### config.mk
export PLATFORM = sky130hd
export DESIGN_NAME = line_buffer_top
export DESIGN_NICKNAME = d
export VERILOG_FILES = /design/src/rtl/pix_pkg.sv /design/src/rtl/lbuf_ctrl_pkg.sv /design/src/rtl/row_sram.sv /design/src/rtl/row_bank_array.sv /design/src/rtl/buffer_sequencer.sv /design/src/rtl/window_shifter.sv /design/src/rtl/line_buffer_top.sv
export SDC_FILE = /design/constraint.sdc
export NUM_CORES = 2
export LEC_CHECK = 0
export BUFFER_PORTS_ARGS = -buffer_cell sky130_fd_sc_hd__buf_2
export CORE_MARGIN = 10
export CORE_UTILIZATION = 55
export CTS_CLUSTER_DIAMETER = 100
export DETAILED_ROUTE_END_ITERATION = 6
export PLACE_DENSITY = 0.73
export SYNTH_ARGS = -nofsm -noshare
export SYNTH_HDL_FRONTEND = slang
export SYNTH_SLANG_ARGS = --single-unit
### constraint.sdc
create_clock -name clk -period 19.45 [get_ports clk]
set_input_delay 3.89 -clock clk [delete_from_list [all_inputs] [get_ports clk]]
set_output_delay 3.89 -clock clk [all_outputs]
set_load 0.005 [all_outputs]
### src/rtl/pix_pkg.sv
// pixels are 8-bit RGB with red in the top byte; the window is fixed at 4x4 for the bicubic kernel
package pix_pkg;

    typedef struct packed {
        logic [7:0] r;
        logic [7:0] g;
        logic [7:0] b;
    } pixel_t;

    localparam int win_rows_c = 4;
    localparam int win_cols_c = 4;

    // element 0 is the leftmost pixel of the row
    typedef pixel_t [win_cols_c-1:0] window_row_t;

    // element 0 is the oldest image row of the band
    typedef window_row_t [win_rows_c-1:0] window_t;

    // one pixel per band row taken at the same column, element 0 from the oldest row
    typedef pixel_t [win_rows_c-1:0] column_t;

endpackage

### src/rtl/lbuf_ctrl_pkg.sv
// bank numbers are only legal from 0 to 4; bank_add expects both operands inside that range
package lbuf_ctrl_pkg;

    localparam int num_banks_c = 5;

    typedef logic [2:0] bank_idx_t;

    typedef enum logic [1:0] {
        seq_fill    = 2'd0,
        seq_stream  = 2'd1,
        seq_restart = 2'd2
    } seq_state_e;

    // one column read; first_col marks column 0 of a band
    typedef struct packed {
        logic valid;
        logic first_col;
    } rd_issue_t;

    // bank rotation is modulo the number of row memories
    function automatic bank_idx_t bank_add(bank_idx_t base, bank_idx_t offs);
        logic [3:0] sum;
        sum = {1'b0, base} + {1'b0, offs};
        if (sum >= 4'(num_banks_c)) begin
            sum = sum - 4'(num_banks_c);
        end
        return bank_idx_t'(sum);
    endfunction

endpackage

### src/rtl/row_sram.sv
// single-port row memory; a write cycle returns no read data and rdata keeps its last value
`timescale 1ns/10ps

module row_sram #(
    parameter int DEPTH = 8
) (
    input  logic                     clk,
    input  logic                     en,
    input  logic                     we,
    input  logic [$clog2(DEPTH)-1:0] addr,
    input  pix_pkg::pixel_t          wdata,
    output pix_pkg::pixel_t          rdata
);

    pix_pkg::pixel_t mem [DEPTH];

    // read data shows up on the cycle after the access
    always_ff @(posedge clk) begin
        if (en) begin
            if (we) begin
                mem[addr] <= wdata;
            end else begin
                rdata <= mem[addr];
            end
        end
    end

endmodule

### src/rtl/row_bank_array.sv
// the write bank must never be one of the four banks being read in the same cycle
`timescale 1ns/10ps

module row_bank_array #(
    parameter int IMG_WIDTH = 8
) (
    input  logic                         clk,
    input  pix_pkg::pixel_t              pix,
    input  logic                         wr_en,
    input  lbuf_ctrl_pkg::bank_idx_t     wr_bank,
    input  logic [$clog2(IMG_WIDTH)-1:0] wr_addr,
    input  logic                         rd_en,
    input  logic [$clog2(IMG_WIDTH)-1:0] rd_addr,
    input  lbuf_ctrl_pkg::bank_idx_t     base_bank,
    output pix_pkg::column_t             col_data
);

    localparam int addr_w = $clog2(IMG_WIDTH);

    pix_pkg::pixel_t          bank_rdata [lbuf_ctrl_pkg::num_banks_c];
    lbuf_ctrl_pkg::bank_idx_t base_q;

    for (genvar b = 0; b < lbuf_ctrl_pkg::num_banks_c; b++) begin : g_bank
        logic              is_wr;
        logic              bank_en;
        logic [addr_w-1:0] bank_addr;

        // the write bank takes the write address, all others follow the read column
        assign is_wr     = (wr_bank == lbuf_ctrl_pkg::bank_idx_t'(b));
        assign bank_en   = is_wr ? wr_en : rd_en;
        assign bank_addr = is_wr ? wr_addr : rd_addr;

        row_sram #(
            .DEPTH (IMG_WIDTH)
        ) u_sram (
            .clk   (clk),
            .en    (bank_en),
            .we    (is_wr),
            .addr  (bank_addr),
            .wdata (pix),
            .rdata (bank_rdata[b])
        );
    end

    // base_bank may advance right after the last read of a band,
    // so keep the value that belongs to the data in flight
    always_ff @(posedge clk) begin
        if (rd_en) begin
            base_q <= base_bank;
        end
    end

    always_comb begin
        for (int r = 0; r < pix_pkg::win_rows_c; r++) begin
            col_data[r] = bank_rdata[lbuf_ctrl_pkg::bank_add(base_q,
                                                             lbuf_ctrl_pkg::bank_idx_t'(r))];
        end
    end

endmodule

### src/rtl/buffer_sequencer.sv
// expects whole frames in row-major order, IMG_WIDTH >= 4 and IMG_HEIGHT >= 5, no edge padding
`timescale 1ns/10ps

module buffer_sequencer #(
    parameter int IMG_WIDTH  = 8,
    parameter int IMG_HEIGHT = 7
) (
    input  logic                         clk,
    input  logic                         rst_n,
    input  logic                         pix_valid,
    output logic                         pix_ready,
    output logic                         wr_en,
    output lbuf_ctrl_pkg::bank_idx_t     wr_bank,
    output logic [$clog2(IMG_WIDTH)-1:0] wr_addr,
    output logic                         rd_en,
    output logic [$clog2(IMG_WIDTH)-1:0] rd_addr,
    output lbuf_ctrl_pkg::bank_idx_t     base_bank,
    output lbuf_ctrl_pkg::rd_issue_t     rd_issue,
    input  logic                         col_ready
);

    localparam int addr_w = $clog2(IMG_WIDTH);
    localparam int band_w = $clog2(IMG_HEIGHT);

    localparam logic [addr_w-1:0] last_col_c  = addr_w'(IMG_WIDTH - 1);
    localparam logic [band_w-1:0] last_band_c = band_w'(IMG_HEIGHT - pix_pkg::win_rows_c);

    lbuf_ctrl_pkg::seq_state_e state;
    lbuf_ctrl_pkg::bank_idx_t  spare_bank;

    logic [addr_w-1:0] wr_col;
    logic [addr_w-1:0] rd_col;
    logic [1:0]        rows_written;
    logic [band_w-1:0] band;
    logic              rd_done;
    logic              wr_done;
    logic              next_row;
    logic              pix_acc;
    logic              wr_last;
    logic              rd_last;
    logic              band_end;

    assign spare_bank = lbuf_ctrl_pkg::bank_add(base_bank, 3'd4);

    // true while a row below the current band is still to arrive
    assign next_row = (int'(band) + pix_pkg::win_rows_c) < IMG_HEIGHT;

    assign pix_ready = (state == lbuf_ctrl_pkg::seq_fill) ||
                       ((state == lbuf_ctrl_pkg::seq_stream) && next_row && !wr_done);

    assign pix_acc = pix_valid && pix_ready;
    assign wr_last = (wr_col == last_col_c);
    assign wr_en   = pix_acc;
    assign wr_addr = wr_col;

    // base_bank is zero during fill, so row i lands in bank i
    assign wr_bank = (state == lbuf_ctrl_pkg::seq_fill) ?
                     lbuf_ctrl_pkg::bank_add(base_bank, lbuf_ctrl_pkg::bank_idx_t'(rows_written)) :
                     spare_bank;

    assign rd_en   = (state == lbuf_ctrl_pkg::seq_stream) && !rd_done && col_ready;
    assign rd_addr = rd_col;
    assign rd_last = (rd_col == last_col_c);

    assign rd_issue.valid     = rd_en;
    assign rd_issue.first_col = rd_en && (rd_col == '0);

    assign band_end = (state == lbuf_ctrl_pkg::seq_stream) && rd_done && (wr_done || !next_row);

    // column counters for both sides of the bank array
    always_ff @(posedge clk or negedge rst_n) begin
        if (!rst_n) begin
            wr_col  <= '0;
            rd_col  <= '0;
            rd_done <= 1'b0;
        end else begin
            if (pix_acc) begin
                wr_col <= wr_last ? '0 : wr_col + 1'b1;
            end
            if (rd_en) begin
                rd_col <= rd_last ? '0 : rd_col + 1'b1;
            end
            if (rd_en && rd_last) begin
                rd_done <= 1'b1;
            end else if (band_end) begin
                rd_done <= 1'b0;
            end
        end
    end

    always_ff @(posedge clk or negedge rst_n) begin
        if (!rst_n) begin
            state        <= lbuf_ctrl_pkg::seq_fill;
            rows_written <= '0;
            band         <= '0;
            wr_done      <= 1'b0;
            base_bank    <= '0;
        end else begin
            case (state)
                lbuf_ctrl_pkg::seq_fill: begin
                    if (pix_acc && wr_last) begin
                        rows_written <= rows_written + 2'd1;
                        if (rows_written == 2'd3) begin
                            state <= lbuf_ctrl_pkg::seq_stream;
                        end
                    end
                end
                lbuf_ctrl_pkg::seq_stream: begin
                    if (band_end) begin
                        wr_done <= 1'b0;
                        if (band == last_band_c) begin
                            state <= lbuf_ctrl_pkg::seq_restart;
                        end else begin
                            band      <= band + 1'b1;
                            base_bank <= lbuf_ctrl_pkg::bank_add(base_bank, 3'd1);
                        end
                    end else if (pix_acc && wr_last) begin
                        wr_done <= 1'b1;
                    end
                end
                default: begin
                    // the next frame starts again from bank 0
                    state        <= lbuf_ctrl_pkg::seq_fill;
                    rows_written <= '0;
                    band         <= '0;
                    base_bank    <= '0;
                end
            endcase
        end
    end

endmodule

### src/rtl/window_shifter.sv
// column data must arrive one cycle after its rd_issue; reads beyond col_ready overrun the queue
`timescale 1ns/10ps

module window_shifter (
    input  logic                     clk,
    input  logic                     rst_n,
    input  lbuf_ctrl_pkg::rd_issue_t rd_issue,
    input  pix_pkg::column_t         col_data,
    output logic                     col_ready,
    output pix_pkg::window_t         win,
    output logic                     win_valid,
    input  logic                     win_ready
);

    lbuf_ctrl_pkg::rd_issue_t issue_q;
    pix_pkg::column_t         q_data [2];
    pix_pkg::column_t         head_data;
    logic [1:0]               q_first;
    logic [1:0]               q_cnt;
    logic [2:0]               band_cols;
    logic [2:0]               next_cols;
    logic                     head_first;
    logic                     have_col;
    logic                     shift_ok;
    logic                     do_shift;
    logic                     push;
    logic                     pop;
    logic                     wr_slot;

    // the column still in flight from the bank array counts as pending
    assign col_ready = (q_cnt + {1'b0, issue_q.valid}) < 2'd2;

    assign have_col   = (q_cnt != 2'd0) || issue_q.valid;
    assign head_data  = (q_cnt != 2'd0) ? q_data[0] : col_data;
    assign head_first = (q_cnt != 2'd0) ? q_first[0] : issue_q.first_col;

    // a pending window is only overwritten when it is taken in the same cycle
    assign shift_ok = (band_cols < 3'd3) || !win_valid || win_ready;
    assign do_shift = have_col && shift_ok;

    assign pop     = do_shift && (q_cnt != 2'd0);
    assign push    = issue_q.valid && !(do_shift && (q_cnt == 2'd0));
    assign wr_slot = pop ? (q_cnt == 2'd2) : (q_cnt == 2'd1);

    assign next_cols = head_first ? 3'd1 : ((band_cols == 3'd4) ? 3'd4 : band_cols + 3'd1);

    always_ff @(posedge clk or negedge rst_n) begin
        if (!rst_n) begin
            issue_q   <= '0;
            q_cnt     <= '0;
            band_cols <= '0;
            win_valid <= 1'b0;
        end else begin
            issue_q <= rd_issue;
            if (push && !pop) begin
                q_cnt <= q_cnt + 2'd1;
            end else if (pop && !push) begin
                q_cnt <= q_cnt - 2'd1;
            end
            if (do_shift) begin
                band_cols <= next_cols;
                win_valid <= (next_cols == 3'd4);
            end else if (win_ready) begin
                win_valid <= 1'b0;
            end
        end
    end

    // a push into the slot just vacated by a pop overrides the move
    always_ff @(posedge clk) begin
        if (pop) begin
            q_data[0]  <= q_data[1];
            q_first[0] <= q_first[1];
        end
        if (push) begin
            q_data[wr_slot]  <= col_data;
            q_first[wr_slot] <= issue_q.first_col;
        end
    end

    // newest column enters on the right
    always_ff @(posedge clk) begin
        if (do_shift) begin
            for (int r = 0; r < pix_pkg::win_rows_c; r++) begin
                win[r] <= {head_data[r], win[r][pix_pkg::win_cols_c-1:1]};
            end
        end
    end

endmodule

### src/rtl/line_buffer_top.sv
// image size is fixed per build; every 4x4 window of each frame is emitted in raster order
`timescale 1ns/10ps

module line_buffer_top #(
    parameter int IMG_WIDTH  = 8,
    parameter int IMG_HEIGHT = 7
) (
    input  logic             clk,
    input  logic             rst_n,
    input  pix_pkg::pixel_t  pix,
    input  logic             pix_valid,
    output logic             pix_ready,
    output pix_pkg::window_t win,
    output logic             win_valid,
    input  logic             win_ready
);

    localparam int addr_w = $clog2(IMG_WIDTH);

    logic                     wr_en;
    lbuf_ctrl_pkg::bank_idx_t wr_bank;
    logic [addr_w-1:0]        wr_addr;
    logic                     rd_en;
    logic [addr_w-1:0]        rd_addr;
    lbuf_ctrl_pkg::bank_idx_t base_bank;
    lbuf_ctrl_pkg::rd_issue_t rd_issue;
    pix_pkg::column_t         col_data;
    logic                     col_ready;

    buffer_sequencer #(
        .IMG_WIDTH  (IMG_WIDTH),
        .IMG_HEIGHT (IMG_HEIGHT)
    ) u_seq (
        .clk       (clk),
        .rst_n     (rst_n),
        .pix_valid (pix_valid),
        .pix_ready (pix_ready),
        .wr_en     (wr_en),
        .wr_bank   (wr_bank),
        .wr_addr   (wr_addr),
        .rd_en     (rd_en),
        .rd_addr   (rd_addr),
        .base_bank (base_bank),
        .rd_issue  (rd_issue),
        .col_ready (col_ready)
    );

    row_bank_array #(
        .IMG_WIDTH (IMG_WIDTH)
    ) u_banks (
        .clk       (clk),
        .pix       (pix),
        .wr_en     (wr_en),
        .wr_bank   (wr_bank),
        .wr_addr   (wr_addr),
        .rd_en     (rd_en),
        .rd_addr   (rd_addr),
        .base_bank (base_bank),
        .col_data  (col_data)
    );

    window_shifter u_shift (
        .clk       (clk),
        .rst_n     (rst_n),
        .rd_issue  (rd_issue),
        .col_data  (col_data),
        .col_ready (col_ready),
        .win       (win),
        .win_valid (win_valid),
        .win_ready (win_ready)
    );

endmodule

Word-level counts from Yosys, hierarchy flattened:

Memories as Yosys holds them, arrays and structs flattened. A register that Yosys moved wholly into a read port is not among the register bits.
Cells that the tools add are included.

* bits in writable memories: 1152
* memory bits (read-only): 0
* input bits: 28
* word-level logic and storage cells: 266
* output and inout bits: 386
* bits in latches: 0
* memories kept: 6
* bits in registers: 415

* mux-type cells: 82
* reductions and logical operators: 47
* divide/modulo/power cells: 0
* bitwise logic cells: 11
* eq/ne operators: 18
* multipliers: 0
* order comparisons: 16
* shifts and indexed selects: 0
* add/sub/neg operators: 22

Memory list
* u_banks.g_bank[0].u_sram.mem: depth 8, width 24, rd ports 1, clocked after memory_dff 1, wr ports 1, line row_sram.sv:15 `pix_pkg::pixel_t mem [DEPTH];`
* u_banks.g_bank[1].u_sram.mem: depth 8, width 24, rd ports 1, clocked after memory_dff 1, wr ports 1, line row_sram.sv:15
* u_banks.g_bank[2].u_sram.mem: depth 8, width 24, rd ports 1, clocked after memory_dff 1, wr ports 1, line row_sram.sv:15
* u_banks.g_bank[3].u_sram.mem: depth 8, width 24, rd ports 1, clocked after memory_dff 1, wr ports 1, line row_sram.sv:15
* u_banks.g_bank[4].u_sram.mem: depth 8, width 24, rd ports 1, clocked after memory_dff 1, wr ports 1, line row_sram.sv:15
* u_shift.q_data: depth 2, width 96, rd ports 2, clocked after memory_dff 0, wr ports 2, line window_shifter.sv:16 `pix_pkg::column_t q_data [2];`

Operator list (number)
* $bmux W24 S3: 4
* $mux W24: 8
* $mux W96: 1
* $mux W3: 21
* $mux W1: 35
* $lt A32 B4 Y1 const B: 1
* $ge A4 B3 Y1 const B: 6
* $sub A3 B3 Y3 const B: 7
* $logic_and A1 B1 Y1: 17
* $ge A4 B4 Y1 const B: 4
* $not A3 Y4: 4
* $eq A3 B3 Y1 const B: 5
* $mux W2: 7
* $reduce_and A2 Y1: 7
* $add A3 B1 Y3 const B: 4
* $pmux W3 S2: 2
* $reduce_bool A2 Y1: 5
* $eq A3 B2 Y1 const B: 3
* $add A3 B1 Y4 const B: 2
* $add A3 B2 Y4 const B: 2
* $add A3 B3 Y4 const B: 2
* $ne A2 B2 Y1 const B: 4
* $pmux W2 S2: 2
* $logic_not A1 Y1: 7
* 21 further kinds: 36

Logic depth before layout (Yosys ltp):

* depth in word-level cells: 12
* gate-level depth with buffers: 14
* depth with buffers taken out: 11

Modules after synthesis:

From an unflattened synthesis, not the netlist that was laid out.

* cell total of the unflattened synthesis: 3079
* area, all modules: 66353.6 um2

By module, submodules not included
* row_sram at u_banks.g_bank[0].u_sram ...: sequential area each 6486.2 um2, area an instance 8111.5 um2, cells an instance 324, times used 3
* window_shifter: sequential area each 17546.8 um2, area an instance 20318.2 um2, cells an instance 853, times used 1
* row_sram at u_banks.g_bank[1].u_sram ...: sequential area each 6486.2 um2, area an instance 8114.0 um2, cells an instance 324, times used 2
* row_bank_array: sequential area each 90.1 um2, area an instance 4180.3 um2, cells an instance 476, times used 1
* buffer_sequencer: sequential area each 450.4 um2, area an instance 1292.5 um2, cells an instance 130, times used 1

Least setup slack after synthesis:

Ideal clock, no wire load.

* kind: input -> register
* start: input win_ready
* end: register u_shift.band_cols[2]
* path slack: -4739 ps
* arrival: 23981 ps
* data required time: 19242 ps
* path buffers: 0
* stages: 4
* library setup time: 208 ps
* cell sequence: nor3_1 a21oi_1 a21oi_1 a21oi_1

* cells in the longest elaborated chain, start to end: 2

RTL lines
* start, declared: line line_buffer_top.sv:15 `input logic win_ready`
* $logic_or A1 B1 Y1: line window_shifter.sv:38 `assign shift_ok = (band_cols < 3'd3) || !win_valid || win_ready;`
* $logic_and A1 B1 Y1: line window_shifter.sv:39 `assign do_shift = have_col && shift_ok;`
* named net u_shift.do_shift: line window_shifter.sv:25 `logic do_shift;`
* end signal, assigned: line window_shifter.sv:61 `band_cols <= next_cols;`
* end, declared: line window_shifter.sv:20 `logic [2:0] band_cols;`

The timed path passes the listed nets, and every way through them passes these cells.
A chain may end at the register's enable or synchronous reset.

Worst setup path in the final report:

* start: input win_ready
* end: register u_shift.win[159] (netlist name)

* cells in the longest elaborated chain, start to end: 2

RTL lines (line)
* $logic_or A1 B1 Y1: window_shifter.sv:38
* $logic_and A1 B1 Y1: window_shifter.sv:39
* named net u_shift.do_shift: window_shifter.sv:25

The timed path passes the listed nets, and every way through them passes these cells.

==> results.txt <==
Fraction of registers with async set/reset -> 0.0154
R2R Path Start -> u_seq.base_bank[0]$_DFFE_PN0P_
Via-per-instance ratio -> 6.38
CP cell instances -> buf_2, nor3_1, a21oi_4, buf_4, buf_4, buf_4
Global Route Usage Sum -> 0.275
Yosys reg bits -> 1,687
Core Rows -> 133
Maxcap violations -> 0
Clock Path Buffers -> 3
Hold Crit Start -> u_shift.win[136]$_DFFE_PP_
Hpwl dp -> 129,000 um
Post-synth top cells -> edfxtp_1 (1,660), nand2_1 (820), a21oi_1 (432)
First DRT Iteration DRCs -> 6,725
Layout area overhead -> 13.0%
Peak VDD IR -> 0.000106 V
Fin worst setup slack -> 12.45 ns
Post-Route WL -> 209,000 um
Synth Net Count -> 5,510
CP delay by family, top -> buffers and inverters
Area leader, netlist -> edfxtp_1
Post-synthesis cell count -> 5,449
Clk_lat worst skew -> 0.82 ns
Initial Utilization -> 0.553
First-pass GRT wire length -> 304,000 um
Power Density -> 171 nW/um^2
# IOs -> 414
Vias post-DR -> 48,800
Setup violators final -> 0
Proportion of layout cells with a drive suffix above 1 -> 0.168
Yosys warning total -> 0
Die Span Y -> 384 um
CTS Hold Bufs -> 0
Largest stage delay, worst path -> 0.98 ns
Setup TNS Final -> 0 ns
Seq/Total Area, Yosys -> 0.694
Initial antenna violation count -> 12
WL/cell -> 27.3 um
Leakage -> 29.3 nW
Fmax -> 143 MHz
Core region area -> 131,000 um^2
Antenna viol nets, final -> 0
DP Area -> 76,700 um^2
Pre-CTS WS -> 11.62 ns
Post-route cell area -> 82,200 um^2
Top cell by count, worst path -> buf_4
Critical path endpoint category -> flip-flop
Top area cells in the synthesized netlist -> edfxtp_1 (69%), nand2_1 (4.2%), a21oi_1 (3.0%)
Critical path class -> primary input to flip-flop
Outcome -> finished, final reports clean
IO buf count -> 413
Post-synth EDFFs -> 1,660
Unrepaired setup endpoints after global routing -> no
Die X -> 384 um
FILL cells -> 9,385
Clk sink count -> 1,687
Die area -> 147,000 um^2
Period utilization -> 0.360
Synth unique cells -> 76
Vias in the first global route -> 46,000
DR pass1 iterations -> 6
Main synth FF type -> edfxtp_1
CTS clk-pin slew, worst paths -> 0.06 ns
Final Max Slew Viols -> 0
Total CTS buffers -> 168
Synthesized cell area -> 72,800 um^2
Net count, final -> 5,805
Startpoint Class -> primary input
Synth top area share -> 0.685
GRT overflow -> 0
Critical path fanouts, max -> 95
Post-CTS Resized -> 0
CTS tree -> done
Arr. time, crit path -> 7.42 ns
DR DRC count -> 0
Hold Crit Class -> flip-flop to flip-flop
Min Tclk post-route -> 7.00 ns
Slew HR -> 0.170
Root Driver -> clkbuf_16
Buf/Inv on CP -> 4
Largest net degree at the start of global routing -> 124
Critical Path RT -> 19.87 ns
Critical-path top delay cell -> buf_4
Final Hold Viols -> 0
Setup Buffers After CTS -> 0
Most frequent cell after synthesis -> edfxtp_1
Final setup skew -> 0.0317 ns
Slew @ Worst Pin -> 1.25 ns
Final Wtd Congestion -> 0.937
Mean Syn Cell Area -> 13.4 um^2
H-tree depth -> 4
Crit path from -> win_ready
==> layout by cell type (no fill, tap or decap), types with 6 or more instances in the layout <==
cell           n
edfxtp_1    1660
nand2_1      818
a21oi_1      424
buf_2        413
o21ai_0      363
nand2b_1     248
and3_1       178
a21boi_0     168
clkbuf_16    168
a22oi_1      161
inv_1        117
nor2_1       116
buf_4        115
o2111ai_1     96
a211oi_1      96
mux4_2        94
mux2i_1       82
o22ai_1       72
o21ai_1       63
clkinv_2      39
clkinv_1      34
ha_1          30
clkbuf_1      30
nor3_2        28
nand4_1       25
a311oi_1      24
dfrtp_1       24
nor4_2        16
bufinv_16     13
diode_2        9
nand3_1        9
nor3_1         7
clkinvlp_4     7
a21oi_4        6
a21o_1         6
a22oi_2        6
mux2_2         6
mux2i_4        6
==> worst reg2reg max path: cells and delay by family (launching register included) <==
family                     cells  cell delay, ns
buffers and inverters          4            1.58
AOI/OAI and AO/OA              4            1.15
adders and majority gates      3            1.01
muxes                          1            0.70
DFF                            1            0.47
and+or+nand+nor                2            0.41
==> state kept, by name, indices dropped and copies added (netlist names) <==
name and count:
u_shift.q_cnt 2, u_seq.state 2, u_banks.g_bank.u_sram.mem 960, u_shift.q_data 192
u_shift.issue_q 2, u_seq.wr_done 1, u_shift.q_first 2, u_banks.base_q 3
u_shift.band_cols 3, u_seq.band 3, u_seq.wr_addr 3, u_banks.g_bank.u_sram.rdata 120
u_seq.rows_written 2, u_seq.rd_done 1, u_shift.win 384, u_shift.win_valid 1
u_seq.base_bank 3, u_seq.rd_addr 3
==> metrics by stage <==
step / hold slack (ns) / cells / utilization / power [mW]
final: 0.424 / 7650 / 0.625 / 14.1
after global routing: 0.447 / 7641 / 0.625 / 14.7
after CTS: 0.427 / 7641 / 0.625 / 14.0
after detailed placement: 0.426 / 7329 / 0.584 / 10.9
after global placement: 0.426 / 7329 / 0.584 / 10.7
after floorplan: 0.447 / 5449 / - / 8.76
==> worst paths after layout <==
check,end,slack [ns],cells past startpoint
max,u_shift.win[159]$_DFFE_PP_,12.45,6
min,u_shift.win[112]$_DFFE_PP_,0.42,0
max reg2reg,u_banks.g_bank[0].u_sram.rdata[15]$_DFFE_PP_,13.85,14
min reg2reg,u_shift.win[112]$_DFFE_PP_,0.42,0
max in group asynchronous,u_seq.rd_addr[0]$_DFFE_PN0P_,15.67,1
min in group asynchronous,u_shift.band_cols[2]$_DFFE_PN0P_,3.16,1
==> power by group <==
| part | switching [mW] | total, mW | leakage [nW] | internal (mW) |
|---|---|---|---|---|
| clock | 1.40 | 3.19 | 2.66 | 1.79 |
| combinational | 3.52 | 5.08 | 10.8 | 1.56 |
| sequential | 0.537 | 5.80 | 15.9 | 5.26 |
| total | 5.46 | 14.1 | 29.3 | 8.62 |
==> final cells by class <==
type	count	area (um^2)	share of cell area
sequential	1687	50500	0.614
multi-input combinational	3241	20600	0.251
clock buffer	201	4360	0.0530
timing repair buffer	528	2930	0.0356
tap	1755	2200	0.0267
clock inverter	111	1100	0.0133
inverter	118	448	0.00545
antenna	9	22.5	0.000274
==> layer usage <==
layer  track usage  routed length (um)  up-vias
met5             0                  54        -
met4         0.123                9620        8
met3        0.0663               22500      456
met2         0.441               99000     2922
met1         0.355               77900    24200
li1              -                   -    21200
==> cell families after synthesis <==
kind of cell	Yosys count	share of synthesized area
simple gates	1478	0.0948
compound gates	1526	0.131
fa+ha+maj	33	0.00588
xor+xnor	12	0.00155
flops	1687	0.694
buf+inv	521	0.0292
mux	192	0.0434
Power figures use the tool's default switching activity.
